===== src/l2cache_pkg.sv =====
`default_nettype none

package l2cache_pkg;

    localparam int ADDR_W     = 32;
    localparam int WORD_W     = 32;
    localparam int STRB_W     = WORD_W / 8;
    localparam int BYTE_OFF_W = $clog2(STRB_W);
    localparam int OFFSET_W   = 3;
    localparam int WORDS      = 1 << OFFSET_W;
    localparam int INDEX_W    = 2;
    localparam int SETS       = 1 << INDEX_W;
    localparam int TAG_W      = ADDR_W - INDEX_W - OFFSET_W - BYTE_OFF_W;
    localparam int WAYS       = 4;
    localparam int WAY_W      = $clog2(WAYS);
    localparam int LINE_W     = WORDS * WORD_W;
    localparam int L1_LINE_W  = LINE_W / 2;

    // controller states
    localparam logic [2:0] ST_IDLE    = 3'd0;
    localparam logic [2:0] ST_LOOKUP  = 3'd1;
    localparam logic [2:0] ST_WB      = 3'd2;
    localparam logic [2:0] ST_RF_REQ  = 3'd3;
    localparam logic [2:0] ST_RF_WAIT = 3'd4;
    localparam logic [2:0] ST_RESP    = 3'd5;

    // one address, seen whole by the memory port and as fields by the arrays
    typedef union packed {
        logic [ADDR_W-1:0] raw;
        struct packed {
            logic [TAG_W-1:0]      tag;
            logic [INDEX_W-1:0]    index;
            logic [OFFSET_W-1:0]   offset;
            logic [BYTE_OFF_W-1:0] byte_off;
        } f;
    } l2_addr_u;

    typedef enum logic [1:0] {
        SRC_NONE   = 2'd0,
        SRC_IREAD  = 2'd1,
        SRC_DREAD  = 2'd2,
        SRC_DWRITE = 2'd3
    } req_src_e;

endpackage

`default_nettype wire


===== src/l2cache_array_if.sv =====
`default_nettype none

interface l2cache_array_if;
    import l2cache_pkg::*;

    // lookup
    logic [INDEX_W-1:0]  index;
    logic [TAG_W-1:0]    cmp_tag;
    logic [WAYS-1:0]     hit;
    logic [WAYS-1:0]     valid;
    logic                victim_dirty;
    logic [TAG_W-1:0]    victim_tag;
    logic [WAY_W-1:0]    victim;
    logic [LINE_W-1:0]   rd_line;

    // writes
    logic                refill_we;
    logic                word_we;
    logic [WAY_W-1:0]    wr_way;
    logic [OFFSET_W-1:0] offset;
    logic [WORD_W-1:0]   wdata;
    logic [STRB_W-1:0]   wstrb;
    logic [LINE_W-1:0]   refill_line;

    // replacement update
    logic                use_en;
    logic [WAY_W-1:0]    use_way;

    modport ctrl (
        output index, cmp_tag, refill_we, word_we, wr_way, offset, wdata, wstrb,
        output refill_line, use_en, use_way,
        input  hit, victim_dirty, victim_tag, victim, rd_line
    );
    modport tagv (
        input  index, cmp_tag, refill_we, word_we, wr_way, victim,
        output hit, valid, victim_dirty, victim_tag
    );
    modport data (
        input  index, hit, victim, refill_we, word_we, wr_way, offset, wdata, wstrb,
        input  refill_line,
        output rd_line
    );
    modport repl (
        input  index, valid, use_en, use_way,
        output victim
    );

endinterface

`default_nettype wire


===== src/l2cache_tagv.sv =====
`default_nettype none

module l2cache_tagv (
    input  logic          clk,
    input  logic          arst_n,
    l2cache_array_if.tagv arr
);
    import l2cache_pkg::*;

    logic [TAG_W-1:0]            tags [SETS][WAYS];
    logic [SETS-1:0][WAYS-1:0]   valid;
    logic [SETS-1:0][WAYS-1:0]   dirty;
    logic [TAG_W-1:0]            tag_q [WAYS];
    logic [WAYS-1:0]             valid_q;
    logic [WAYS-1:0]             dirty_q;

    always_ff @(posedge clk) begin
        if (arr.refill_we) begin
            tags[arr.index][arr.wr_way] <= arr.cmp_tag;
        end
        for (int w = 0; w < WAYS; w++) begin
            tag_q[w] <= tags[arr.index][w];
        end
    end

    always_ff @(posedge clk or negedge arst_n) begin
        if (!arst_n) begin
            valid   <= '0;
            dirty   <= '0;
            valid_q <= '0;
            dirty_q <= '0;
        end else begin
            if (arr.refill_we) begin
                valid[arr.index][arr.wr_way] <= 1'b1;
                dirty[arr.index][arr.wr_way] <= 1'b0;
            end else if (arr.word_we) begin
                dirty[arr.index][arr.wr_way] <= 1'b1;
            end
            valid_q <= valid[arr.index];
            dirty_q <= dirty[arr.index];
        end
    end

    // compare in all ways
    always_comb begin
        for (int w = 0; w < WAYS; w++) begin
            arr.hit[w] = valid_q[w] && (tag_q[w] == arr.cmp_tag);
        end
    end

    assign arr.valid        = valid_q;
    assign arr.victim_dirty = valid_q[arr.victim] && dirty_q[arr.victim];
    assign arr.victim_tag   = tag_q[arr.victim];

    // a line is never refilled into a set that already holds it
    assert property (@(posedge clk) disable iff (!arst_n)
        $onehot0(arr.hit));

endmodule

`default_nettype wire


===== src/flat_wrapper.sv =====
// flat-port wrapper written by rule: the top's interface ports become plain ports
module l2cache_tagv_flat import l2cache_pkg::*;
  (clk, arst_n, arr_index, arr_cmp_tag, arr_refill_we, arr_word_we, arr_wr_way, arr_victim, arr_hit, arr_valid, arr_victim_dirty, arr_victim_tag);
  l2cache_array_if arr_i ();
  input  logic clk;
  input  logic arst_n;
  input wire logic [$bits(arr_i.index)-1:0] arr_index;
  input wire logic [$bits(arr_i.cmp_tag)-1:0] arr_cmp_tag;
  input wire logic [$bits(arr_i.refill_we)-1:0] arr_refill_we;
  input wire logic [$bits(arr_i.word_we)-1:0] arr_word_we;
  input wire logic [$bits(arr_i.wr_way)-1:0] arr_wr_way;
  input wire logic [$bits(arr_i.victim)-1:0] arr_victim;
  output wire logic [$bits(arr_i.hit)-1:0] arr_hit;
  output wire logic [$bits(arr_i.valid)-1:0] arr_valid;
  output wire logic [$bits(arr_i.victim_dirty)-1:0] arr_victim_dirty;
  output wire logic [$bits(arr_i.victim_tag)-1:0] arr_victim_tag;
  assign arr_i.index = arr_index;
  assign arr_i.cmp_tag = arr_cmp_tag;
  assign arr_i.refill_we = arr_refill_we;
  assign arr_i.word_we = arr_word_we;
  assign arr_i.wr_way = arr_wr_way;
  assign arr_i.victim = arr_victim;
  assign arr_hit = arr_i.hit;
  assign arr_valid = arr_i.valid;
  assign arr_victim_dirty = arr_i.victim_dirty;
  assign arr_victim_tag = arr_i.victim_tag;
  l2cache_tagv u_core (.clk(clk), .arst_n(arst_n), .arr(arr_i));
endmodule

===== config.mk =====
export PLATFORM = sky130hd
export DESIGN_NAME = l2cache_tagv_flat
export DESIGN_NICKNAME = d
export VERILOG_FILES = /design/src/l2cache_pkg.sv /design/src/l2cache_array_if.sv /design/src/l2cache_tagv.sv /design/src/flat_wrapper.sv
export SDC_FILE = /design/constraint.sdc
export NUM_CORES = 1
export LEC_CHECK = 0
export BUFFER_PORTS_ARGS = -buffer_cell sky130_fd_sc_hd__buf_2
export CAP_MARGIN = 10
export CORE_MARGIN = 5
export CORE_UTILIZATION = 61
export DETAILED_ROUTE_END_ITERATION = 6
export HOLD_SLACK_MARGIN = 0.03
export PLACE_DENSITY_LB_ADDON = 0.12
export SLEW_MARGIN = 0
export SYNTH_ARGS = -nofsm -noshare
export SYNTH_HDL_FRONTEND = slang
export SYNTH_SLANG_ARGS = --single-unit

===== constraint.sdc =====
create_clock -name clk -period 1.4 [get_ports clk]
set_input_delay 0.14 -clock clk [delete_from_list [all_inputs] [get_ports clk]]
set_output_delay 0.14 -clock clk [all_outputs]
set_load 0.01 [all_outputs]

==> flow_metrics.py <==
metrics = {
    "status": {
        "status": "finished, violations left",
        "violations": "setup timing",
    },
    "yosys": {
        "async_reset_ff_share_pct": 7.407,
        "synth_largest_area_cell": "edfxtp_1",
        "ys.flop_type": "edfxtp_1",
        "synth_nets": 970,
        "synth.ff_latch_count": 540,
        "synth_warnings": 0,
        "yosysMostFrequentCell": "edfxtp_1",
        "synth_edf_count": 400,
        "netlist_instances": 935,
        "yosysUniqueCellTypes": 29,
        "synth_area_sq_mm": 0.01986,
        "ys_seq_area_share_pct": 75.61,
        "yosysTopAreaCellShare_pct": 60.49,
        "syn_avg_cell_area_sq_um": 21.24,
        "yosys-top-cells-count": "edfxtp_1, mux4_2, dfxtp_1, xor2_1, dfrtp_1",
        "synthTopCellsByArea": "edfxtp_1, mux4_2, dfxtp_1, dfrtp_1, xor2_1",
    },
    "job": {
        "maxCapViolations": 0,
    },
    "cells_and_area": {
        "layout-drive-gt1-share_pct": 40.64,
        "nets": 1205,
        "utilization_pct": 75.34,
        "syn_to_final_growth_pct": 22.83,
    },
    "global_route": {
        "antenna_found_initial": 1,
        "grt_use_total_pct": 26.61,
        "met1_usage_pct": 39.08,
        "grt_first_pass_wirelength_mm": 69.23,
        "busiest_layer": "met2",
        "grt_use_met3_pct": 5.566,
        "grt_pass1_vias": 10477,
        "grt_max_degree": 41,
        "grt_overflow": 0,
        "grt_use_met2_pct": 41.68,
    },
    "clocking": {
        "cts_buffer_depth": 3,
        "cts.root.buffer_cell": "clkbuf_16",
        "htreeDepth": 2,
        "clk_latency_ns": 0.58,
        "cts_tree": "done",
        "clk_pin_slew_ns": 0.06,
        "cts_num_sinks": 540,
        "cts_made_buffers": 52,
    },
    "timing": {
        "slew_violations": 0,
        "finalHoldViolCount": 0,
        "tightest_slew_ns": 0.4834,
        "rsz0062_at_grt": "true",
        "fin_crit_sh_pct": 162.0,
        "skew_ns": 0.01344,
        "holdWs_ns": 0.05561,
        "fmax_mhz": 441.0,
        "tns_ns": -11.92,
        "finalSetupViolCount": 33,
        "max_slew_margin_pct": 67.77,
        "setup_slack_ns": -0.8675,
        "fin_crit_ns": 2.267,
    },
    "die": {
        "coreArea_sq_mm": 0.03237,
        "io_pins": 69,
        "dieArea_sq_mm": 0.03626,
        "die_x_microns": 190.4,
        "rows": 66,
        "die_h_microns": 190.4,
        "initial_core_util_pct": 61.34,
    },
    "critical_path": {
        "crit_arrival_ns": 2.13,
        "crit_fanout": 2,
        "criticalPathCategory": "register to output pin",
        "cp-start-kind": "register",
        "required_ns": 1.26,
        "endpoint_kind": "output pin",
        "r2r_cells": 1,
    },
    "power_and_ir_drop": {
        "seqPwrFrac_pct": 52.3,
        "combPwrFrac_pct": 8.3,
        "cell_internal_pwr_uw": 27340,
        "clockPowerShare_pct": 39.4,
        "power.density_mw_per_mm2": 1434,
        "power_switching_uw": 7637,
        "ir_drop_v": 0.001229,
        "p_leak_uw": 0.008383,
        "netSwitchingFraction_pct": 21.83,
        "p_total_uw": 34980,
    },
    "detailed_routing": {
        "dr.pass1.iters": 6,
        "drtAntennaViolNets": 0,
        "wl_mm": 46.85,
        "dr.first_iter.drc_count": 1028,
        "vias": 10004,
        "via_per_inst": 6.041,
        "drcViolationCount": 0,
        "wl_per_cell_microns": 28.29,
    },
    "place": {
        "globalplace.congestion": 0.8339,
        "io_buffers": 68,
        "place.detailed.hpwl_mm": 29.40,
        "place_ws_ns": -0.4981,
    },
    "min_path": {
        "hp-class": "primary input to register",
        "hold_depth": 2,
    },
}
## per-layer routing
layer / routed length (microns) / share of wire (%)
met1: 19200 / 41
met2: 22670 / 48
met3: 3639 / 7.8
met4: 1333 / 2.8
met5: 13 / 0.028
## logic make-up (layout without fill, tap and decap cells)
group | Yosys count | after routing | synth area share [%]
simple gates | 103 | 103 | 2.987
flops | 540 | 540 | 75.61
buf+inv | 40 | 318 | 1.374
compound gates | 19 | 19 | 0.5293
mux | 133 | 133 | 15.09
other cells | 0 | 1 | 0
xor+xnor | 100 | 100 | 4.411
## timing repair
item / in CTS / in global routing
cloned: 0 / 0
hold endpoints to repair: 149 / 0
setup buffers: 2 / 5
resized for setup: 96 / 12
hold buffers: 19 / 0
endpoints found under the setup margin: 33 / 32
pin swaps: 16 / 8
## placed cells by master, fill, tap and decap left out, types with 36 or more instances in the layout
master | Yosys | layout
buf_6 | 10 | 44
dfxtp_1 | 100 | 60
clkbuf_16 | 0 | 52
dfxtp_2 | 0 | 39
mux4_2 | 133 | 133
buf_4 | 6 | 84
xor2_1 | 64 | 60
dfrtp_1 | 40 | 37
buf_2 | 20 | 38
edfxtp_1 | 400 | 400
xnor2_1 | 36 | 36
## final cells by class
cell class / count / area, sq um
repair buffers: 221 / 2221
clock inverters: 22 / 256.5
diodes: 1 / 2.502
fillers: 1839 / 7981
multi-input cells: 355 / 4838
clock buffers: 75 / 1448
flip-flops and latches: 540 / 15070
well taps: 442 / 553.0
## critical path, cell delays in order, from the launching register on
cell     delay (ns)
dfxtp_2        0.33
xor2_1         0.18
nor4_2         0.34
nand3_1        0.15
nor4_2         0.30
buf_4          0.17
buf_6          0.10
## path summary, 6_finish.rpt
path	startpoint	to	slack (ns)
setup / recovery	u_core.tag_q[2][15]$_DFF_P_	arr_hit[2]	-0.87
hold / removal	arr_cmp_tag[19]	u_core.tags[2][94]$_DFFE_PP_	0.06
setup reg to reg	u_core.tags[2][37]$_DFFE_PP_	u_core.tag_q[2][12]$_DFF_P_	0.35
hold reg to reg	u_core.valid[9]$_DFFE_PN0P_	u_core.valid[9]$_DFFE_PN0P_	0.46
max in group asynchronous	arst_n	u_core.arr.valid[0]$_DFF_PN0_	0.90
min in group asynchronous	arst_n	u_core.valid[10]$_DFFE_PN0P_	0.14
## power by group through the flow
stage | logic [uW] | registers (uW) | clock network (uW)
6_report | 2910 | 18300 | 13800
4_1_cts | 2880 | 18300 | 14000
3_3_place_gp | 2590 | 18500 | 0
2_1_floorplan | 1410 | 18400 | 0
3_5_place_dp | 2620 | 18600 | 0
5_1_grt | 3090 | 18300 | 14700
## registers in the layout, indices dropped and copies added, names as in the netlist, named ones only
signal	flops
u_core.dirty_q	4
u_core.arr.valid	4
u_core.tag_q	100
u_core.valid	16
u_core.tags	400
## metrics by stage
stage | cells | area, sq um
2_1_floorplan | 935 | 20030
3_3_place_gp | 1536 | 22060
3_5_place_dp | 1536 | 22060
4_1_cts | 1653 | 24340
5_1_grt | 1655 | 24390
6_report | 1656 | 24390
Power figures use the tool's default switching activity.
