[src/l2cache_pkg.sv]
`default_nettype none

package l2cache_pkg;

    localparam int ADDR_W     = 32;
    localparam int WORD_W     = 32;
    localparam int STRB_W     = WORD_W / 8;
    localparam int BYTE_OFF_W = $clog2(STRB_W);
    localparam int OFFSET_W   = 3;
    localparam int WORDS      = 1 << OFFSET_W;
    localparam int INDEX_W    = 2;
    localparam int SETS       = 1 << INDEX_W;
    localparam int TAG_W      = ADDR_W - INDEX_W - OFFSET_W - BYTE_OFF_W;
    localparam int WAYS       = 4;
    localparam int WAY_W      = $clog2(WAYS);
    localparam int LINE_W     = WORDS * WORD_W;
    localparam int L1_LINE_W  = LINE_W / 2;

    // controller states
    localparam logic [2:0] ST_IDLE    = 3'd0;
    localparam logic [2:0] ST_LOOKUP  = 3'd1;
    localparam logic [2:0] ST_WB      = 3'd2;
    localparam logic [2:0] ST_RF_REQ  = 3'd3;
    localparam logic [2:0] ST_RF_WAIT = 3'd4;
    localparam logic [2:0] ST_RESP    = 3'd5;

    // one address, seen whole by the memory port and as fields by the arrays
    typedef union packed {
        logic [ADDR_W-1:0] raw;
        struct packed {
            logic [TAG_W-1:0]      tag;
            logic [INDEX_W-1:0]    index;
            logic [OFFSET_W-1:0]   offset;
            logic [BYTE_OFF_W-1:0] byte_off;
        } f;
    } l2_addr_u;

    typedef enum logic [1:0] {
        SRC_NONE   = 2'd0,
        SRC_IREAD  = 2'd1,
        SRC_DREAD  = 2'd2,
        SRC_DWRITE = 2'd3
    } req_src_e;

endpackage

`default_nettype wire

[src/l2cache_reqbuf.sv]
`default_nettype none

module l2cache_reqbuf (
    input  logic                               clk,
    input  logic                               arst_n,
    input  logic                               icache_req,
    input  logic [l2cache_pkg::ADDR_W-1:0]     icache_addr,
    input  logic                               dcache_req,
    input  logic                               dcache_wr,
    input  logic [l2cache_pkg::ADDR_W-1:0]     dcache_addr,
    input  logic [l2cache_pkg::WORD_W-1:0]     dcache_wdata,
    input  logic [l2cache_pkg::STRB_W-1:0]     dcache_wstrb,
    input  logic                               accept,
    output logic                               icache_addr_ok,
    output logic                               dcache_addr_ok,
    output logic                               req_valid,
    output l2cache_pkg::l2_addr_u              buf_addr,
    output l2cache_pkg::req_src_e              buf_src,
    output logic [l2cache_pkg::WORD_W-1:0]     buf_wdata,
    output logic [l2cache_pkg::STRB_W-1:0]     buf_wstrb
);
    import l2cache_pkg::*;

    req_src_e src_nxt;

    assign req_valid = icache_req || dcache_req;

    // dcache wins a tie
    assign dcache_addr_ok = accept && dcache_req;
    assign icache_addr_ok = accept && icache_req && !dcache_req;

    always_comb begin
        if (dcache_req) begin
            src_nxt = dcache_wr ? SRC_DWRITE : SRC_DREAD;
        end else begin
            src_nxt = SRC_IREAD;
        end
    end

    always_ff @(posedge clk or negedge arst_n) begin
        if (!arst_n) begin
            buf_src <= SRC_NONE;
        end else if (accept) begin
            buf_src <= src_nxt;
        end
    end

    always_ff @(posedge clk) begin
        if (accept) begin
            buf_addr.raw <= dcache_req ? dcache_addr : icache_addr;
            buf_wdata    <= dcache_wdata;
            buf_wstrb    <= dcache_wstrb;
        end
    end

    assert property (@(posedge clk) disable iff (!arst_n)
        !(icache_addr_ok && dcache_addr_ok));

endmodule

`default_nettype wire

[config.mk]
export PLATFORM = sky130hd
export DESIGN_NAME = l2cache_reqbuf
export DESIGN_NICKNAME = d
export VERILOG_FILES = /design/src/l2cache_pkg.sv /design/src/l2cache_reqbuf.sv
export SDC_FILE = /design/constraint.sdc
export NUM_CORES = 1
export LEC_CHECK = 0
export BUFFER_PORTS_ARGS = -buffer_cell sky130_fd_sc_hd__buf_2
export CAP_MARGIN = 20
export CORE_AREA = 2 2 84 86
export CTS_CLUSTER_SIZE = 16
export DETAILED_ROUTE_END_ITERATION = 8
export DIE_AREA = 0 0 86 88
export GPL_TIMING_DRIVEN = 0
export PLACE_DENSITY = 0.77
export SETUP_SLACK_MARGIN = 0.1
export SYNTH_ARGS = -nofsm -noshare
export SYNTH_HDL_FRONTEND = slang
export SYNTH_SLANG_ARGS = --single-unit
[constraint.sdc]
create_clock -name clk -period 0.94 [get_ports clk]
set_input_delay 0.094 -clock clk [delete_from_list [all_inputs] [get_ports clk]]
set_output_delay 0.094 -clock clk [all_outputs]
set_load 0.05 [all_outputs]
==> metrics.txt, run 1 <==
Hold WC Path Type input pin to register; width of the die 86 um; Pleak 0.00210 uW; CTS root buf clkbuf_8; largest net degree at the start of global routing 38; per-cell routed wire length 19.4 um; Peak VDD IR ~1100 uV; via count between 1,500 and 2,000; CP bufs+invs 1; Setup WS post-layout -0.109 ns; Pwr Density ~1800 nW/um^2; DRT Pass-1 Iters 4; ANT cells 0; Post-Syn Area 2650 um^2; Starting DRT DRC Count 81; Port Buffers 177; IO Count 179; CTS Buf Count 9; Setup Viol. Count Final 70; TritonCTS Sinks 70; core area 6640 um^2; htree depth 3; Critical Path Sink Type output port; Worst-Skew Late Latency 0.33 ns; effective utilization at floorplan roughly two fifths; fin nets 446; post-synthesis cell type count 12; layout cells sized above 1 68.4%; Mapped Cells approximately 110; crit path max-delay cell type edfxtp_1; Antenna Nets Post-Route 0; Max clock buf depth 2; register bit total from synthesis 70; WS Path Type register to output port; worst-path fanout max 1; period utilization 112%; Post-DP HPWL between 4000 and 5000 um; min Tclk post-route approximately 1.0 ns; Slew Limit Headroom 83.4%; max-slew violation count 0; worst slew pin tran 0.250 ns; die area between 7000 and 8000 um^2; TritonCTS clock tree yes; CP startpoint kind register; Die Height between 80 and 90 um; post-route cell area 4730 um^2; fin util a little under three quarters; Post-DP Area 3660 um^2; worst path arrival time 0.95 ns; f_max 953 MHz; failing checks setup timing; GPL Wtd Cong 0.695; # DRC 0; status finished with violations; Final Hold Vio Count 0; syn_area_per_cell 23.3 um^2; vias in the first global route 2,102; CP Cell Sequence buf_6; Area Overhead vs Synth 78.3%; max cap viols 0; Vias per Instance about 4.7; Synth area leader edfxtp_1; Post-Route WL around 8200 um; RSZ-0062 raised after global routing true; Reg clk slew, reported paths around 0.080 ns; synth top area cells edfxtp_1 (77%), mux2_4 (14%), mux2_2 (3.4%), dfrtp_1 (1.9%), buf_12 (1.5%); GRT Total Usage 21.1%; post-synth top area share 76.9%; sequential share of the synthesized area 78.8%; GRT overflow 0; R2R setup slack approximately 0.13 ns; # rows 30; initial antenna violation count 0; Required @ worst endpoint 0.85 ns; largest stage delay on the critical path 0.43 ns; YS warnings 0; Net Count, Synth 220; delay-heaviest family, CP flip-flops; skew final 0 ns; first-pass GRT wire length 11,500 um
==> per-layer routing <==
layer  global-route usage [%]  vias up  wire length [um]
met5                        0        -                 0
met4                     6.93        0               110
met3                     5.56       11               587
met2                     39.8      132              4580
met1                     22.8      949              2970
li1                         -      901                 -
==> through the flow <==
| step | worst slack (ns) | setup TNS [ns] | hold WS [ns] | cells | total power [uW] |
|---|---|---|---|---|---|
| detailed placement | -0.462 | -17.80 | -0.114 | 371 | 5630 |
| global placement | -0.935 | -49.68 | -0.119 | 371 | 5600 |
| finish | -0.109 | -3.98 | 0.0451 | 425 | 8510 |
| CTS | -0.109 | -3.97 | 0.00161 | 424 | 8450 |
| global route | -0.122 | -6.12 | 0.0412 | 425 | 8770 |
| floorplan | 0.0378 | 0 | -0.202 | 114 | 5070 |
==> cell type report <==
type | count | area [um^2]
Tap cell | 80 | 100
Timing Repair Buffer | 216 | 1770
Multi-Input combinational cell | 39 | 515
Buffer | 3 | 60.1
Clock buffer | 10 | 128
Fill cell | 411 | 1910
Clock inverter | 6 | 62.6
Sequential cell | 70 | 2090
Inverter | 1 | 3.75
==> logic make-up (layout without fill, tap and decap cells) <==
group           after synthesis  after routing  share of synthesized area [%]
flops                        70             70                           78.8
buf+inv                       5            236                           2.50
mux                          33             33                           17.5
compound gates                1              1                          0.236
simple gates                  5              5                          0.896
==> power breakdown <==
| group | internal, uW | switching [uW] | total (uW) |
|---|---|---|---|
| registers | 3730 | 145 | 3880 |
| logic | 949 | 1310 | 2260 |
| clock network | 1220 | 1150 | 2370 |
==> layout by cell type (no fill, tap or decap), drive strengths merged <==
cell type    netlist  layout
bufbuf             0       1
inv                1       1
a31oi              1       1
mux2              33      33
or2                1       1
buf                4     181
clkinvlp           0       2
clkbuf             0      10
edfxtp            68      68
and2               1       1
dlygate4sd3        0      37
dfrtp              2       2
nand2              1       1
bufinv             0       1
clkinv             0       3
nor2               2       2
==> synth_stat cells <==
master / count
edfxtp_1: 68
mux2_4: 25
mux2_2: 8
buf_12: 2
buf_6: 2
dfrtp_1: 2
nor2_1: 2
a31oi_1: 1
and2_1: 1
inv_1: 1
nand2_1: 1
or2_2: 1
==> timing repair <==
item,CTS,global route
endpoints found under the setup margin,74,70
hold buffers,37,0
buffers inserted,0,1
cloned,1,0
hold endpoints to repair,38,0
resized for setup,147,3
==> sequential cells by signal, summed over array words and instances (netlist names) <==
| register | flops |
|---|---|
| buf_wdata | 32 |
| buf_addr | 32 |
| buf_src | 2 |
| buf_wstrb | 4 |
==> worst register-to-register path: stages, from the launching register on <==
cell and delay (ns):
dfrtp_2 0.42, buf_4 0.14, nor2_4 0.07, a31oi_2 0.05
==> worst paths after layout <==
check / startpoint / to / cells past startpoint
hold reg to reg: buf_src[1] / buf_src[1] / 1
max in group asynchronous: arst_n / buf_src[0] / 2
min in group asynchronous: arst_n / buf_src[1] / 2
setup / recovery: buf_addr[27] / buf_addr[27] / 1
hold / removal: dcache_wr / buf_src[0] / 3
setup reg to reg: buf_src[0] / buf_src[0] / 3
Note: power is estimated with default switching activity, not from simulation.
==> run 2, diff against run 1 <==
--- a/config.mk
+++ b/config.mk
@@ -13,6 +13,7 @@
 export DIE_AREA = 0 0 86 88
 export GPL_TIMING_DRIVEN = 0
 export PLACE_DENSITY = 0.77
+export REMOVE_ABC_BUFFERS = 1
 export SETUP_SLACK_MARGIN = 0.1
 export SYNTH_ARGS = -nofsm -noshare
 export SYNTH_HDL_FRONTEND = slang
==> metrics.txt, run 2 (synthesized netlist as in run 1, its figures left out) <==
Antenna Nets Post-Route 0 (unchanged); Area Overhead vs Synth 75.9%; Peak VDD IR 1170 uV (+9.5%); GRT Total Usage 18.5% (-2.5 points); NetSw 2430 uW (-6.7%); CTS Buf Count 9 (unchanged); # rows 30 (unchanged); Hold WC Path Type input pin to register; width of the die 86 um (unchanged); DRT Pass-1 Iters 4 (unchanged); Max clock buf depth 2 (unchanged); Final Hold Vio Count 0 (unchanged); fin util 70.3% (-0.94 points); Setup Viol. Count Final 70 (unchanged); core area 6640 um^2 (unchanged); initial antenna violation count 0 (unchanged); RSZ-0062 raised after global routing true; WS Path Type register to output port; worst-path fanout max 1 (unchanged); largest stage delay on the critical path 0.41 ns (-0.02 ns); status finished with violations; Regs by FF count buf_addr x32, buf_wdata x32, buf_wstrb x4; ANT cells 0 (unchanged); Port Buffers 178 (+0.56%); f_max 985 MHz (+3.3%); clock share of power 26.0% (-1.9 points); effective utilization at floorplan 39.9% (unchanged); Critical Path Sink Type output port; IO Count 179 (unchanged); failing checks setup timing; TritonCTS Sinks 70 (unchanged); total power 8200 uW (-3.7%); max cap viols 0 (unchanged); skew final 0 ns (unchanged); per-cell routed wire length 16.3 um (-16%); GPL Wtd Cong 0.664 (-4.5%); # DRC 0 (unchanged); Reg clk slew, reported paths 0.08 ns (about the same); Pleak 0.00208 uW (-0.73%); commonest cells after routing, fill and taps aside buf_2 (103), buf_6 (70), edfxtp_1 (68), dlygate4sd3_1 (38), mux2_4 (25); met2 Use GR 33.1% (-6.7 points); Setup TNS -2.40 ns (+1.58 ns); Cell Int Power 5760 uW (-2.3%); Global Route met3 Usage 8.95% (+3.4 points); Worst-Skew Late Latency 0.32 ns (about the same); CP startpoint kind register; vias in the first global route 2,103 (+0.048%); pre-CTS setup slack -0.601 ns (-0.140 ns); crit path max-delay cell type edfxtp_1; Setup WS post-layout -0.0757 ns (+0.0330 ns); first-pass GRT wire length 10,400 um (-10%); fin nets 444 (-0.45%); CP Cell Sequence buf_6; Post-DP HPWL 4400 um (-6.8%); TritonCTS clock tree yes; Post-Route WL 6890 um (-16%); Net Sw Frac 29.7% (-0.97 points); Vias per Instance 4.49 (-4.3%); worst path arrival time 0.92 ns (-0.03 ns); period utilization 108% (-3.5 points); Most Used Layer, Global Route met2; delay-heaviest family, CP flip-flops; Pwr Density 1760 nW/um^2 (-2.4%); Seq pwr share 47.1% (+1.5 points); max-slew violation count 0 (unchanged); Starting DRT DRC Count 102 (+26%); met1 usage 18.7% (-4.2 points); die area 7570 um^2 (unchanged); Post-CTS Setup Repair Bufs 0 (unchanged); worst slew pin tran 0.231 ns (-0.0196 ns); htree depth 3 (unchanged); power share of the combinational group 26.9% (+0.4 points); commonest non-fill, non-tap cell in the layout buf_2; layout cells sized above 1 65.9% (-2.5 points); Required @ worst endpoint 0.85 ns (about the same); via count 1,898 (-4.8%); Die Height 88 um (unchanged); CP bufs+invs 1 (unchanged); CTS root buf clkbuf_8; GRT overflow 0 (unchanged); Slew Limit Headroom 84.6% (+1.2 points); min Tclk post-route 1.02 ns (-0.0330 ns); largest net degree at the start of global routing 38 (unchanged)
## run 2: per-layer routing
layer | share of wire, % | up-vias
met5 | 0 | -
met4 | 1.6 | 0
met3 | 12 | 10
met2 | 53 | 112
met1 | 34 | 882
li1 | - | 894
## run 2: cell type report
type / count / area (um^2)
Clock buffer: 14 / 163
Clock inverter: 2 / 10.0
Fill cell: 437 / 1980
Inverter: 1 / 3.75
Multi-Input combinational cell: 39 / 498
Sequential cell: 70 / 2090
Tap cell: 80 / 100
Timing Repair Buffer: 217 / 1800
## run 2: power groups by stage
stage                     clock network (uW)  logic, uW  registers, uW
after floorplan                            0        199           4800
after global placement                     0       1700           3850
after detailed placement                   0       1730           3860
after CTS                               2200       2200           3860
after global routing                    2330       2290           3890
final                                   2130       2200           3860
## run 2: path summary, 6_finish.rpt
kind	startpoint	end	slack, ns	depth (start not counted)
max	buf_addr[3]	buf_addr[3]	-0.08	1
min	icache_addr[3]	buf_addr[3]	0.06	2
max reg2reg	buf_src[1]	buf_src[1]	0.18	1
min reg2reg	buf_src[1]	buf_src[1]	0.54	1
max in group asynchronous	arst_n	buf_src[1]	0.75	2
min in group asynchronous	arst_n	buf_src[0]	0.09	2
## run 2: through the flow
stage | instance area (um^2) | hold WS [ns] | instances
2_1_floorplan | 2590 | -0.202 | 110
3_3_place_gp | 3580 | -0.119 | 368
3_5_place_dp | 3580 | -0.117 | 368
4_1_cts | 4660 | 0.0449 | 423
5_1_grt | 4670 | 0.0389 | 423
6_report | 4670 | 0.0585 | 423
## run 2: timing repair
item                                    in CTS  in global routing
hold buffers                                38                  0
endpoints found under the setup margin     124                 72
hold endpoints to repair                    39                  0
gates cloned                                 1                  0
pin swaps                                    0                  0
gates resized for setup                    153                  2
==> run 3, diff against run 2 <==
--- a/config.mk
+++ b/config.mk
@@ -5,14 +5,14 @@
 export SDC_FILE = /design/constraint.sdc
 export NUM_CORES = 1
 export LEC_CHECK = 0
-export BUFFER_PORTS_ARGS = -buffer_cell sky130_fd_sc_hd__buf_2
 export CAP_MARGIN = 20
-export CORE_AREA = 2 2 84 86
+export CORE_AREA = 2 2 70 72
 export CTS_CLUSTER_SIZE = 16
 export DETAILED_ROUTE_END_ITERATION = 8
-export DIE_AREA = 0 0 86 88
+export DIE_AREA = 0 0 72 74
+export DONT_BUFFER_PORTS = 1
 export GPL_TIMING_DRIVEN = 0
-export PLACE_DENSITY = 0.77
+export PLACE_DENSITY = 0.74
 export REMOVE_ABC_BUFFERS = 1
 export SETUP_SLACK_MARGIN = 0.1
 export SYNTH_ARGS = -nofsm -noshare
==> metrics.txt, run 3 <==
status did not finish; last flow stage reached clock tree synthesis; tool error [ERROR RSZ-0060] Max buffer count reached.; TritonCTS Sinks 70 (unchanged); CTS Buf Count 9 (unchanged); effective utilization at floorplan 57.7% (+18 points); Die Height 74 um (-16%); width of the die 72 um (-16%); Synth Flop Type edfxtp_1; syn_area_per_cell 23.3 um^2 (unchanged); # rows 25 (-17%); Mapped Cells 114 (unchanged); Port Buffers 0 (-100%); ys async rst share 2.86% (unchanged); top-count cell post-synth edfxtp_1; Max clock buf depth 2 (unchanged); YS warnings 0 (unchanged); Post-CTS Setup Repair Bufs 0 (unchanged); post-synth top area share 76.9% (unchanged); CTS root buf clkbuf_8; post-synthesis cell type count 12 (unchanged); Post-DP HPWL 3060 um (-31%); Post-Syn Area 2650 um^2 (unchanged); pre-CTS setup slack -0.0680 ns (+0.533 ns); Synth area leader edfxtp_1; IO Count 179 (unchanged); EDFF count, synth 68 (unchanged); GPL Wtd Cong 0.714 (+7.6%); synth top area cells edfxtp_1 (77%), mux2_4 (14%), mux2_2 (3.4%), dfrtp_1 (1.9%), buf_12 (1.5%); Post-DP Area 2660 um^2 (-26%); most common library cells after synthesis edfxtp_1 (68), mux2_4 (25), mux2_2 (8); htree depth 3 (unchanged); placed cells 164 (-55%); post-cts resize count 3 (-98%); sequential share of the synthesized area 78.8% (unchanged); register bit total from synthesis 70 (unchanged); post-cts hold buffer count 101 (+170%)
-- run 3: stage by stage --
stage,setup TNS [ns],hold WS (ns)
after global placement,-0.0628,-0.201
after floorplan,-0.0482,-0.202
after detailed placement,-0.0680,-0.201
-- run 3: logic make-up after synthesis --
kind of cell	synth area share [%]
AOI/OAI and AO/OA	0.236
and+or+nand+nor	0.896
DFF	78.8
buffers and inverters	2.50
muxes	17.5
==> run 4, diff against run 3 <==
--- a/config.mk
+++ b/config.mk
@@ -6,15 +6,13 @@
 export NUM_CORES = 1
 export LEC_CHECK = 0
 export CAP_MARGIN = 20
-export CORE_AREA = 2 2 70 72
-export CTS_CLUSTER_SIZE = 16
+export CORE_AREA = 2 2 85 87
 export DETAILED_ROUTE_END_ITERATION = 8
-export DIE_AREA = 0 0 72 74
+export DIE_AREA = 0 0 87 89
 export DONT_BUFFER_PORTS = 1
 export GPL_TIMING_DRIVEN = 0
-export PLACE_DENSITY = 0.74
+export PLACE_DENSITY_LB_ADDON = 0.15
 export REMOVE_ABC_BUFFERS = 1
-export SETUP_SLACK_MARGIN = 0.1
 export SYNTH_ARGS = -nofsm -noshare
 export SYNTH_HDL_FRONTEND = slang
 export SYNTH_SLANG_ARGS = --single-unit
==> metrics.txt, run 4 <==
post-cts hold buffer count 101 (unchanged); register bit total from synthesis 70 (unchanged); # rows 30 (+20%); Max clock buf depth 2 (unchanged); post-synthesis cell type count 12 (unchanged); synth top area cells edfxtp_1 (77%), mux2_4 (14%), mux2_2 (3.4%), dfrtp_1 (1.9%), buf_12 (1.5%); Die Height 89 um (+20%); effective utilization at floorplan 39.5% (-18 points); Post-DP HPWL 3100 um (+1.5%); YS warnings 0 (unchanged); width of the die 87 um (+21%); htree depth 3 (unchanged); post-synth top area share 76.9% (unchanged); sequential share of the synthesized area 78.8% (unchanged); TritonCTS Sinks 70 (unchanged); syn_area_per_cell 23.3 um^2 (unchanged); last flow stage reached clock tree synthesis; Synth Flop Type edfxtp_1; GPL Wtd Cong 0.625 (-12%); EDFF count, synth 68 (unchanged); IO Count 179 (unchanged); tool error [ERROR RSZ-0060] Max buffer count reached.; ys async rst share 2.86% (unchanged); Post-Syn Area 2650 um^2 (unchanged); most common library cells after synthesis edfxtp_1 (68), mux2_4 (25), mux2_2 (8); Mapped Cells 114 (unchanged); top-count cell post-synth edfxtp_1; Port Buffers 0 (unchanged); Synth area leader edfxtp_1; CTS Buf Count 9 (unchanged); status did not finish; post-cts resize count 2 (-1); Post-CTS Setup Repair Bufs 0 (unchanged); CTS root buf clkbuf_8
-- run 4: through the flow --
step	hold slack, ns	cell area, um^2	std cells	worst slack (ns)	utilization [%]
after global placement	-0.202	2690	190	-0.0667	40.1
after floorplan	-0.202	2590	110	-0.0482	-
after detailed placement	-0.202	2690	190	-0.0781	40.1
-- run 4: logic make-up after synthesis --
| family | count (synthesis) | share of synthesized area (%) |
|---|---|---|
| flops | 70 | 78.8 |
| compound gates | 1 | 0.236 |
| simple gates | 5 | 0.896 |
| mux | 33 | 17.5 |
| buf+inv | 5 | 2.50 |
