## src/l2cache_pkg.sv

```systemverilog
`default_nettype none

package l2cache_pkg;

    localparam int ADDR_W     = 32;
    localparam int WORD_W     = 32;
    localparam int STRB_W     = WORD_W / 8;
    localparam int BYTE_OFF_W = $clog2(STRB_W);
    localparam int OFFSET_W   = 3;
    localparam int WORDS      = 1 << OFFSET_W;
    localparam int INDEX_W    = 2;
    localparam int SETS       = 1 << INDEX_W;
    localparam int TAG_W      = ADDR_W - INDEX_W - OFFSET_W - BYTE_OFF_W;
    localparam int WAYS       = 4;
    localparam int WAY_W      = $clog2(WAYS);
    localparam int LINE_W     = WORDS * WORD_W;
    localparam int L1_LINE_W  = LINE_W / 2;

    // controller states
    localparam logic [2:0] ST_IDLE    = 3'd0;
    localparam logic [2:0] ST_LOOKUP  = 3'd1;
    localparam logic [2:0] ST_WB      = 3'd2;
    localparam logic [2:0] ST_RF_REQ  = 3'd3;
    localparam logic [2:0] ST_RF_WAIT = 3'd4;
    localparam logic [2:0] ST_RESP    = 3'd5;

    // one address, seen whole by the memory port and as fields by the arrays
    typedef union packed {
        logic [ADDR_W-1:0] raw;
        struct packed {
            logic [TAG_W-1:0]      tag;
            logic [INDEX_W-1:0]    index;
            logic [OFFSET_W-1:0]   offset;
            logic [BYTE_OFF_W-1:0] byte_off;
        } f;
    } l2_addr_u;

    typedef enum logic [1:0] {
        SRC_NONE   = 2'd0,
        SRC_IREAD  = 2'd1,
        SRC_DREAD  = 2'd2,
        SRC_DWRITE = 2'd3
    } req_src_e;

endpackage

`default_nettype wire

```

## src/l2cache_array_if.sv

```systemverilog
`default_nettype none

interface l2cache_array_if;
    import l2cache_pkg::*;

    // lookup
    logic [INDEX_W-1:0]  index;
    logic [TAG_W-1:0]    cmp_tag;
    logic [WAYS-1:0]     hit;
    logic [WAYS-1:0]     valid;
    logic                victim_dirty;
    logic [TAG_W-1:0]    victim_tag;
    logic [WAY_W-1:0]    victim;
    logic [LINE_W-1:0]   rd_line;

    // writes
    logic                refill_we;
    logic                word_we;
    logic [WAY_W-1:0]    wr_way;
    logic [OFFSET_W-1:0] offset;
    logic [WORD_W-1:0]   wdata;
    logic [STRB_W-1:0]   wstrb;
    logic [LINE_W-1:0]   refill_line;

    // replacement update
    logic                use_en;
    logic [WAY_W-1:0]    use_way;

    modport ctrl (
        output index, cmp_tag, refill_we, word_we, wr_way, offset, wdata, wstrb,
        output refill_line, use_en, use_way,
        input  hit, victim_dirty, victim_tag, victim, rd_line
    );
    modport tagv (
        input  index, cmp_tag, refill_we, word_we, wr_way, victim,
        output hit, valid, victim_dirty, victim_tag
    );
    modport data (
        input  index, hit, victim, refill_we, word_we, wr_way, offset, wdata, wstrb,
        input  refill_line,
        output rd_line
    );
    modport repl (
        input  index, valid, use_en, use_way,
        output victim
    );

endinterface

`default_nettype wire

```

## src/l2cache_plru.sv

```systemverilog
`default_nettype none

module l2cache_plru (
    input  logic          clk,
    input  logic          arst_n,
    l2cache_array_if.repl arr
);
    import l2cache_pkg::*;

    // bit 0 picks the half, bit 1 ways 0/1, bit 2 ways 2/3
    logic [SETS-1:0][WAYS-2:0] tree;
    logic [WAYS-2:0]           cur;

    assign cur = tree[arr.index];

    always_ff @(posedge clk or negedge arst_n) begin
        if (!arst_n) begin
            tree <= '0;
        end else if (arr.use_en) begin
            tree[arr.index][0] <= ~arr.use_way[1];
            if (arr.use_way[1]) begin
                tree[arr.index][2] <= ~arr.use_way[0];
            end else begin
                tree[arr.index][1] <= ~arr.use_way[0];
            end
        end
    end

    always_comb begin
        arr.victim = {cur[0], cur[0] ? cur[2] : cur[1]};
        // lowest invalid way overrides the tree
        for (int w = WAYS - 1; w >= 0; w--) begin
            if (!arr.valid[w]) begin
                arr.victim = WAY_W'(w);
            end
        end
    end

    assert property (@(posedge clk) disable iff (!arst_n)
        (arr.victim < WAYS) && ((&arr.valid) || !arr.valid[arr.victim]));

endmodule

`default_nettype wire

```

## src/flat_wrapper.sv

```systemverilog
// flat-port wrapper written by rule: the top's interface ports become plain ports
module l2cache_plru_flat import l2cache_pkg::*;
  (clk, arst_n, arr_index, arr_valid, arr_use_en, arr_use_way, arr_victim);
  l2cache_array_if arr_i ();
  input  logic clk;
  input  logic arst_n;
  input wire logic [$bits(arr_i.index)-1:0] arr_index;
  input wire logic [$bits(arr_i.valid)-1:0] arr_valid;
  input wire logic [$bits(arr_i.use_en)-1:0] arr_use_en;
  input wire logic [$bits(arr_i.use_way)-1:0] arr_use_way;
  output wire logic [$bits(arr_i.victim)-1:0] arr_victim;
  assign arr_i.index = arr_index;
  assign arr_i.valid = arr_valid;
  assign arr_i.use_en = arr_use_en;
  assign arr_i.use_way = arr_use_way;
  assign arr_victim = arr_i.victim;
  l2cache_plru u_core (.clk(clk), .arst_n(arst_n), .arr(arr_i));
endmodule
```

## config.mk

```make
export PLATFORM = sky130hd
export DESIGN_NAME = l2cache_plru_flat
export DESIGN_NICKNAME = d
export VERILOG_FILES = /design/src/l2cache_pkg.sv /design/src/l2cache_array_if.sv /design/src/l2cache_plru.sv /design/src/flat_wrapper.sv
export SDC_FILE = /design/constraint.sdc
export NUM_CORES = 1
export LEC_CHECK = 0
export BUFFER_PORTS_ARGS = -buffer_cell sky130_fd_sc_hd__buf_2
export CAP_MARGIN = 20
export CELL_PAD_IN_SITES_DETAIL_PLACEMENT = 0
export CELL_PAD_IN_SITES_GLOBAL_PLACEMENT = 1
export CORE_UTILIZATION = 35
export CTS_CLUSTER_SIZE = 12
export DETAILED_ROUTE_END_ITERATION = 7
export GPL_ROUTABILITY_DRIVEN = 1
export PLACE_DENSITY_LB_ADDON = 0.1
export SYNTH_ARGS = -nofsm -noshare
export SYNTH_HDL_FRONTEND = slang
export SYNTH_SLANG_ARGS = --single-unit
```

## constraint.sdc

```tcl
create_clock -name clk -period 1.05 [get_ports clk]
set_input_delay 0 -clock clk [delete_from_list [all_inputs] [get_ports clk]]
set_output_delay 0 -clock clk [all_outputs]
set_load 0.01 [all_outputs]
```

==> flow_metrics.py, run 1 <==
metrics = {
    "final_layout": {
        "final_cells": 100,
        "num_antenna_cells": 0,
        "largest_register": "u_core.tree",
        "layout-drive-gt1-share": 0.316,
        "final_nets": 88,
        "largest_register_ff_count": 12,
        "largestRegisters": "u_core.tree x12",
        "syn2layout_area_growth_pct": 23.9,
    },
    "clock_tree": {
        "root_buffer": "clkbuf_4",
        "cts_tree": "built",
        "cts_buffer_depth": 2,
        "clkLatencyLatePin_ps": 260,
        "clk_pin_slew_ps": 80,
        "cts.sinks": 12,
        "htreeDepth": 1,
        "numCtsBuffers": 3,
    },
    "flow_run": {
        "maxCapViolCount": 0,
    },
    "logic_synthesis": {
        "synth_cell_types": 22,
        "synth_area_sq_um": 628,
        "synth_top_family_by_area": "compound AO/OA/AOI/OAI gates",
        "synth_compound_area_frac": 0.203,
        "ys_seq_area_frac": 0.478,
        "yosys.area.top_type": "dfrtp_1",
        "synthTopCellsByArea": "dfrtp_1, mux4_1, o21ai_0, o31ai_1, mux4_2",
        "synth-seq-cells": 12,
        "synth.top_cell.area_share": 0.478,
        "yosysWarnings": 0,
        "synth_cells": 58,
        "synthSimpleGateAreaFrac": 0.106,
        "muxShareOfSynthArea": 0.151,
        "synthAdderAreaFrac": 0,
        "synth_xor_area_frac": 0,
        "synth.avg_cell_area_sq_um": 10.8,
        "syn_nets": 69,
    },
    "power_and_ir_drop": {
        "power_density_nw_per_um2": 1550,
        "swShare": 0.257,
        "p_switching_w": 0.000311,
        "pwr-share-seq": 0.485,
        "p_leak_nw": 0.369,
        "irDropWorstVdd_v": 0.000860,
        "p_comb_frac": 0.214,
        "p_clk_frac": 0.301,
        "intPower_w": 0.000898,
    },
    "placed_design": {
        "routabilityCongestion": 0.712,
        "dp_cells": 94,
        "hpwl_um": 969,
        "io_buffers": 12,
    },
    "route": {
        "dr.pass1.iters": 4,
        "drc_errors": 0,
        "drtIter0Drc": 15,
        "ant_nets": 0,
        "vias": 505,
        "viasPerCell": 5.05,
        "drt-total-wl_mm": 1.28,
        "routedWlPerCell_um": 12.8,
    },
    "floorplan": {
        "core_sq_um": 1590,
        "dieHeight_um": 44.4,
        "num_rows": 14,
        "start_util": 0.394,
        "die_area_sq_um": 1970,
        "die_w_um": 44.4,
        "ios": 13,
    },
    "grt": {
        "gr-total-overflow": 0,
        "met3_usage": 0.0367,
        "grt_pass1_wl_mm": 2.32,
        "busiest_layer": "met2",
        "antenna_found_initial": 0,
        "met1_usage": 0.218,
        "grtUsageTotal": 0.166,
        "grt_max_degree": 16,
        "first_global_vias": 492,
        "gr-usage-met2": 0.262,
    },
    "sta": {
        "worstMarginPinSlew_ps": 273,
        "finalHoldViolCount": 0,
        "rsz0062_at_grt": "true",
        "slew_violations": 0,
        "setup-tns-final_ps": -928,
        "slew_headroom": 0.818,
        "finalClockSkew_ps": 0,
        "fmax_mhz": 648,
        "fin_crit_ps": 1540,
        "setup_ws_ps": -492,
        "post-route-period-util": 1.47,
        "setup_viol": 2,
    },
    "setup_path": {
        "cp.required_ps": 1050,
        "cp_max_fo": 2,
        "end_kind": "output pin",
        "cp-start-kind": "flip-flop",
        "path_class": "flip-flop to output pin",
        "critPathArrivalTime_ps": 1540,
    },
    "hold_path": {
        "hold_class": "primary input to flip-flop",
    },
    "status": {
        "violations": "setup timing",
        "status": "complete, but fails checks",
    },
}
[worst max-delay path, stage by stage, from the launching register on]
cell     delay, ps
dfrtp_1        380
mux4_2         490
mux2i_1        140
a31oi_1        120
buf_2          150
[cell usage after synthesis]
cell type / count
nor2_1: 2
nand4b_1: 1
buf_6: 1
nand2_1: 6
mux2i_1: 2
mux4_2: 1
o211a_1: 1
dfrtp_1: 12
nand4_1: 1
or3b_1: 1
a31oi_1: 1
o31ai_1: 6
mux4_1: 2
o21ai_0: 10
buf_2: 1
buf_1: 1
inv_1: 3
a21o_1: 1
clkbuf_1: 2
o41ai_1: 1
nand3b_1: 1
nand3_1: 1
[layout make-up]
class	instances	area [sq um]
repair buffers	19	115
flip-flops and latches	12	300
inverters	3	11.3
fillers	162	816
well taps	24	30.0
clock buffers	4	36.3
multi-input cells	38	285
[per-layer routing]
| metal | vias up | part of all wire | routed length [um] |
|---|---|---|---|
| met1 | 240 | 0.50 | 642 |
| met5 | - | 0 | 0 |
| met4 | 0 | 0 | 0 |
| met3 | 0 | 0.034 | 44 |
| met2 | 13 | 0.46 | 592 |
| li1 | 252 | - | - |
[through the flow]
step | setup slack (ps) | total power, W | hold slack [ps] | utilization | instance area [sq um]
after floorplan | -132 | 0.000744 | -296 | - | 628
after global placement | -193 | 0.000837 | -106 | 0.457 | 728
after detailed placement | -228 | 0.000845 | -102 | 0.457 | 728
after CTS | -523 | 0.00123 | 20.9 | 0.488 | 778
after global routing | -574 | 0.00130 | 26.3 | 0.488 | 778
final | -492 | 0.00121 | 24.3 | 0.488 | 778
[power groups by stage]
stage / sequential, W / combinational [W] / clock [W]
floorplan: 0.000578 / 0.000166 / 0
global placement: 0.000593 / 0.000243 / 0
detailed placement: 0.000595 / 0.000250 / 0
CTS: 0.000586 / 0.000264 / 0.000378
global route: 0.000597 / 0.000300 / 0.000399
finish: 0.000587 / 0.000259 / 0.000364
[final timing paths]
| kind | startpoint | end | slack [ps] | cells past startpoint |
|---|---|---|---|---|
| min reg2reg | u_core.tree[11] | u_core.tree[11] | 490 | 2 |
| min | arr_use_way[0] | u_core.tree[8] | 20 | 2 |
| max in group asynchronous | arst_n | u_core.tree[7] | 700 | 2 |
| max reg2reg | u_core.tree[3] | u_core.tree[3] | 270 | 3 |
| max | u_core.tree[9] | arr_victim[0] | -490 | 4 |
| min in group asynchronous | arst_n | u_core.tree[4] | 140 | 2 |
[cells in the final DEF, fill, tap and decap left out]
cell and count:
inv_1 3, nand2_1 6, buf_2 12, dfrtp_1 12
mux4_1 1, nand3_1 1, nor2_1 2, mux4_2 2
clkbuf_8 1, o41ai_1 1, or3b_1 1, clkbuf_4 3
o31ai_1 6, nand3b_1 1, nand4_1 1, dlygate4sd3_1 1
nand4b_1 1, buf_4 6, o21ai_0 10, a31oi_1 1
mux2i_1 2, o211a_1 1, a21o_1 1
[repair_timing]
item                                    CTS  global route
gates resized for setup                   1             0
hold buffers                              1             0
pin swaps                                 1             1
endpoints found under the hold margin    12             0
setup buffers                             1             0
endpoints found under the setup margin    2             2
[logic make-up (layout without fill, tap and decap cells)]
| family | count (synthesis) | after routing |
|---|---|---|
| buf+inv | 8 | 26 |
| mux | 5 | 5 |
| simple gates | 13 | 13 |
| compound gates | 20 | 20 |
| flops | 12 | 12 |
Power figures use the tool's default switching activity.
==> run 2, diff against run 1 <==
--- a/config.mk
+++ b/config.mk
@@ -5,6 +5,7 @@
 export SDC_FILE = /design/constraint.sdc
 export NUM_CORES = 1
 export LEC_CHECK = 0
+export ABC_CLOCK_PERIOD_IN_PS = 1050
 export BUFFER_PORTS_ARGS = -buffer_cell sky130_fd_sc_hd__buf_2
 export CAP_MARGIN = 20
 export CELL_PAD_IN_SITES_DETAIL_PLACEMENT = 0
@@ -14,6 +15,7 @@
 export DETAILED_ROUTE_END_ITERATION = 7
 export GPL_ROUTABILITY_DRIVEN = 1
 export PLACE_DENSITY_LB_ADDON = 0.1
+export SKIP_CTS_REPAIR_TIMING = 1
 export SYNTH_ARGS = -nofsm -noshare
 export SYNTH_HDL_FRONTEND = slang
 export SYNTH_SLANG_ARGS = --single-unit
==> flow_metrics.py, run 2 (synthesized netlist as in run 1, its figures left out) <==
metrics = {
    "sta": {
        "post-route-period-util": 1.47,
        "finalClockSkew_ps": 0,
        "fin_crit_ps": 1540,
        "setup_viol": 2,
        "setup_ws_ps": -490,
        "fmax_mhz": 649,
        "holdWs_ps": 26.2,
        "slew_headroom": 0.818,
        "finalHoldViolCount": 0,
        "setup-tns-final_ps": -924,
        "slew_violations": 0,
        "worstMarginPinSlew_ps": 272,
        "rsz0062_at_grt": "true",
    },
    "setup_path": {
        "crit-reg2reg-launch": "u_core.tree[3]",
        "crit-reg2reg-capture": "u_core.tree[3]",
        "r2r_cells": 3,
        "regToRegSetupSlack_ps": 270,
        "cp-endpoint": "arr_victim[0]",
        "cp-start-kind": "flip-flop",
        "path_cells": "mux4_2 > mux2i_1 > a31oi_1 > buf_2",
        "end_kind": "output pin",
        "critPathLaunch": "u_core.tree[9]",
        "slowest_delay_ps": 490,
        "cp_max_fo": 2,
        "cp.required_ps": 1050,
        "critPathArrivalTime_ps": 1540,
        "path_class": "flip-flop to output pin",
        "critPathSlowestCell": "mux4_2",
    },
    "power_and_ir_drop": {
        "p_leak_nw": 0.374,
        "intPower_w": 0.000897,
        "p_switching_w": 0.000306,
        "pwr-share-seq": 0.485,
        "p_comb_frac": 0.214,
        "irDropWorstVdd_v": 0.000842,
        "p_clk_frac": 0.301,
        "swShare": 0.254,
        "power_density_nw_per_um2": 1540,
    },
    "final_layout": {
        "fin_area_sq_um": 782,
        "largest_register": "u_core.tree",
        "final_cell_mix": "buf_2, dfrtp_1, o21ai_0",
        "num_antenna_cells": 0,
        "final_nets": 88,
        "largest_register_ff_count": 12,
        "layout-drive-gt1-share": 0.303,
        "syn2layout_area_growth_pct": 24.5,
        "final_cells": 100,
        "largestRegisters": "u_core.tree x12",
    },
    "placed_design": {
        "io_buffers": 12,
        "placed_area_sq_um": 728,
        "hpwl_um": 969,
        "routabilityCongestion": 0.712,
        "dp_cells": 94,
    },
    "hold_path": {
        "whs_path_depth": 2,
        "hold_class": "primary input to flip-flop",
        "hp-start": "arr_use_way[0]",
    },
    "grt": {
        "grt_pass1_wl_mm": 2.26,
        "antenna_found_initial": 0,
        "gr-total-overflow": 0,
        "grt_max_degree": 16,
        "first_global_vias": 484,
        "grtUsageTotal": 0.163,
    },
    "floorplan": {
        "die_w_um": 44.4,
        "dieHeight_um": 44.4,
        "start_util": 0.394,
        "ios": 13,
        "num_rows": 14,
        "die_area_sq_um": 1970,
        "core_sq_um": 1590,
    },
    "route": {
        "viasPerCell": 5.01,
        "drc_errors": 0,
        "routedWlPerCell_um": 12.8,
        "drt-total-wl_mm": 1.28,
        "ant_nets": 0,
        "drtIter0Drc": 12,
        "vias": 501,
        "dr.pass1.iters": 4,
    },
    "clock_tree": {
        "cts_buffer_depth": 2,
        "clk_pin_slew_ps": 80,
        "cts.sinks": 12,
        "root_buffer": "clkbuf_4",
        "clkLatencyLatePin_ps": 260,
        "cts_tree": "built",
        "htreeDepth": 1,
        "numCtsBuffers": 3,
    },
    "status": {
        "violations": "setup timing",
        "status": "complete, but fails checks",
    },
    "flow_run": {
        "maxCapViolCount": 0,
    },
}
-- run 2: cell count changes in the layout (fill, tap and decap cells not counted) --
cell	change
mux4_1	+1
mux4_2	-1
-- run 2: worst min-delay path by stage --
stage | endpoint | slack (ps)
6_report | u_core.tree[8] | 30
5_1_grt | u_core.tree[4] | 30
4_1_cts | u_core.tree[4] | -400
3_5_place_dp | u_core.tree[3] | -100
3_3_place_gp | u_core.tree[0] | -110
2_1_floorplan | u_core.tree[0] | -300
-- run 2: critical path, delay by kind of cell (launching register included) --
kind	cells	cell delay, ps
compound gates	1	120
buf+inv	1	150
flops	1	380
mux	2	630
-- run 2: power groups by stage --
| stage | Clock, W | Combinational [W] | Sequential [W] |
|---|---|---|---|
| 2_1_floorplan | 0 | 0.000166 | 0.000578 |
| 3_3_place_gp | 0 | 0.000243 | 0.000593 |
| 3_5_place_dp | 0 | 0.000250 | 0.000595 |
| 4_1_cts | 0.000378 | 0.000251 | 0.000585 |
| 5_1_grt | 0.000399 | 0.000297 | 0.000595 |
| 6_report | 0.000362 | 0.000258 | 0.000584 |
-- run 2: area by class of cell --
| class | count | area, sq um |
|---|---|---|
| Multi-Input combinational cell | 38 | 289 |
| Inverter | 3 | 11.3 |
| Sequential cell | 12 | 300 |
| Timing Repair Buffer | 19 | 115 |
| Tap cell | 24 | 30.0 |
| Fill cell | 162 | 812 |
| Clock buffer | 4 | 36.3 |
-- run 2: layer usage --
metal	track usage	up-vias	share of wire
met3	0.0367	0	0.038
met5	0	-	0
met4	0.0727	0	0
li1	-	251	-
met2	0.259	15	0.47
met1	0.212	235	0.49
-- run 2: per-stage QoR --
step                      power, W   util  worst slack [ps]
after detailed placement  0.000845  0.457              -228
after floorplan           0.000744      -              -132
after CTS                  0.00121  0.480              -530
final                      0.00120  0.491              -490
after global routing       0.00129  0.491              -573
after global placement    0.000837  0.457              -193
==> run 3, diff against run 2 <==
--- a/config.mk
+++ b/config.mk
@@ -15,6 +15,7 @@
 export DETAILED_ROUTE_END_ITERATION = 7
 export GPL_ROUTABILITY_DRIVEN = 1
 export PLACE_DENSITY_LB_ADDON = 0.1
+export SETUP_SLACK_MARGIN = 0.3
 export SKIP_CTS_REPAIR_TIMING = 1
 export SYNTH_ARGS = -nofsm -noshare
 export SYNTH_HDL_FRONTEND = slang
==> flow_metrics.py, run 3 (synthesized netlist as in run 1, its figures left out) <==
metrics = {
    "placed_design": {
        "dp_cells": 94,
        "routabilityCongestion": 0.725,
        "placed_area_sq_um": 728,
        "io_buffers": 12,
        "hpwl_mm": 1.01,
    },
    "final_layout": {
        "fin_area_sq_um": 787,
        "largest_register_ff_count": 12,
        "syn2layout_area_growth_pct": 25.3,
        "layout-drive-gt1-share": 0.342,
        "largest_register": "u_core.tree",
        "final_cell_mix": "dfrtp_1, buf_2, o31ai_1",
        "final_core_util": 0.494,
        "final_common_cell": "dfrtp_1",
        "num_antenna_cells": 0,
        "final_cells": 100,
        "final_nets": 89,
        "largestRegisters": "u_core.tree x12",
    },
    "setup_path": {
        "end_kind": "output pin",
        "cp_max_fo": 2,
        "regToRegSetupSlack_ps": 320,
        "path_class": "flip-flop to output pin",
        "crit-reg2reg-launch": "u_core.tree[9]",
        "cp-start-kind": "flip-flop",
        "cp.required_ps": 1050,
        "r2r_cells": 3,
        "critPathArrivalTime_ps": 1540,
        "crit-reg2reg-capture": "u_core.tree[9]",
    },
    "grt": {
        "grt_max_degree": 16,
        "gr-total-overflow": 0,
        "grt_pass1_wl_mm": 2.06,
        "grtUsageTotal": 0.151,
        "antenna_found_initial": 0,
        "first_global_vias": 476,
    },
    "hold_path": {
        "hold_class": "primary input to flip-flop",
        "hp-start": "arr_use_way[0]",
        "whs_endpoint": "u_core.tree[11]",
        "whs_path_depth": 2,
    },
    "power_and_ir_drop": {
        "total_power_w": 0.00115,
        "power_density_nw_per_um2": 1460,
        "irDropWorstVdd_v": 0.000781,
        "p_leak_nw": 0.370,
    },
    "route": {
        "viasPerCell": 5.40,
        "dr.pass1.iters": 4,
        "drc_errors": 0,
        "drtIter0Drc": 8,
        "drt-total-wl_mm": 1.36,
        "vias": 540,
        "ant_nets": 0,
        "routedWlPerCell_um": 13.6,
    },
    "clock_tree": {
        "cts.sinks": 12,
        "clkLatencyLatePin_ps": 270,
        "cts_buffer_depth": 2,
        "numCtsBuffers": 3,
        "clk_pin_slew_ps": 70,
        "htreeDepth": 1,
        "cts_tree": "built",
        "root_buffer": "clkbuf_4",
    },
    "sta": {
        "rsz0062_at_grt": "true",
        "slew_violations": 0,
        "finalHoldViolCount": 0,
        "holdWs_ps": 31.8,
        "fmax_mhz": 648,
        "slew_headroom": 0.812,
        "finalClockSkew_ps": 0,
        "fin_crit_ps": 1540,
        "post-route-period-util": 1.47,
        "setup_ws_ps": -493,
        "setup_viol": 2,
        "worstMarginPinSlew_ps": 282,
    },
    "floorplan": {
        "die_area_sq_um": 1970,
        "start_util": 0.394,
        "core_sq_um": 1590,
        "num_rows": 14,
        "die_w_um": 44.4,
        "dieHeight_um": 44.4,
        "ios": 13,
    },
    "status": {
        "violations": "setup timing",
        "status": "complete, but fails checks",
    },
    "flow_run": {
        "maxCapViolCount": 0,
    },
}
==> run 3: cell counts in the layout (fill, tap and decap cells not counted) <==
Identical to the previous run, type by type.
==> run 3: worst max-delay path by stage <==
stage                        start             to  cells past startpoint  slack [ps]
finish              u_core.tree[9]  arr_victim[0]                      4        -490
global route        u_core.tree[9]  arr_victim[0]                      4        -580
CTS                 u_core.tree[9]  arr_victim[0]                      4        -510
detailed placement  u_core.tree[9]  arr_victim[0]                      4        -210
global placement    u_core.tree[9]  arr_victim[0]                      4        -200
floorplan           u_core.tree[9]  arr_victim[0]                      3        -130
==> run 3: worst max-delay path, stage by stage, from the launching register on <==
cell and delay (ps):
dfrtp_1 380, mux4_2 490, mux2i_1 140, a31oi_1 120, buf_2 140
==> run 3: metal layers <==
metal	wire length, um	vias to the layer above	part of all wire	track usage
li1	-	258	-	-
met3	67	3	0.049	0.0367
met1	672	261	0.50	0.197
met4	18	0	0.013	0.0727
met5	0	-	0	0
met2	599	18	0.44	0.235
==> run 3: area by class of cell <==
class                   instances  area (sq um)
fillers                       171           807
flip-flops and latches         12           300
multi-input cells              38           290
repair buffers                 20           133
well taps                      24          30.0
clock buffers                   3          22.5
inverters                       3          11.3
==> run 3: metrics by stage <==
stage               setup TNS [ps]  setup WS, ps
floorplan                     -165          -132
global placement              -348          -201
detailed placement            -357          -208
CTS                           -955          -507
global route                 -1070          -577
finish                        -948          -493
==> run 3: report_power, final <==
group	internal, W	switching [W]	total (W)
combinational	0.000159	0.000122	0.000281
sequential	0.000546	0.0000480	0.000594
clock	0.000133	0.000141	0.000274
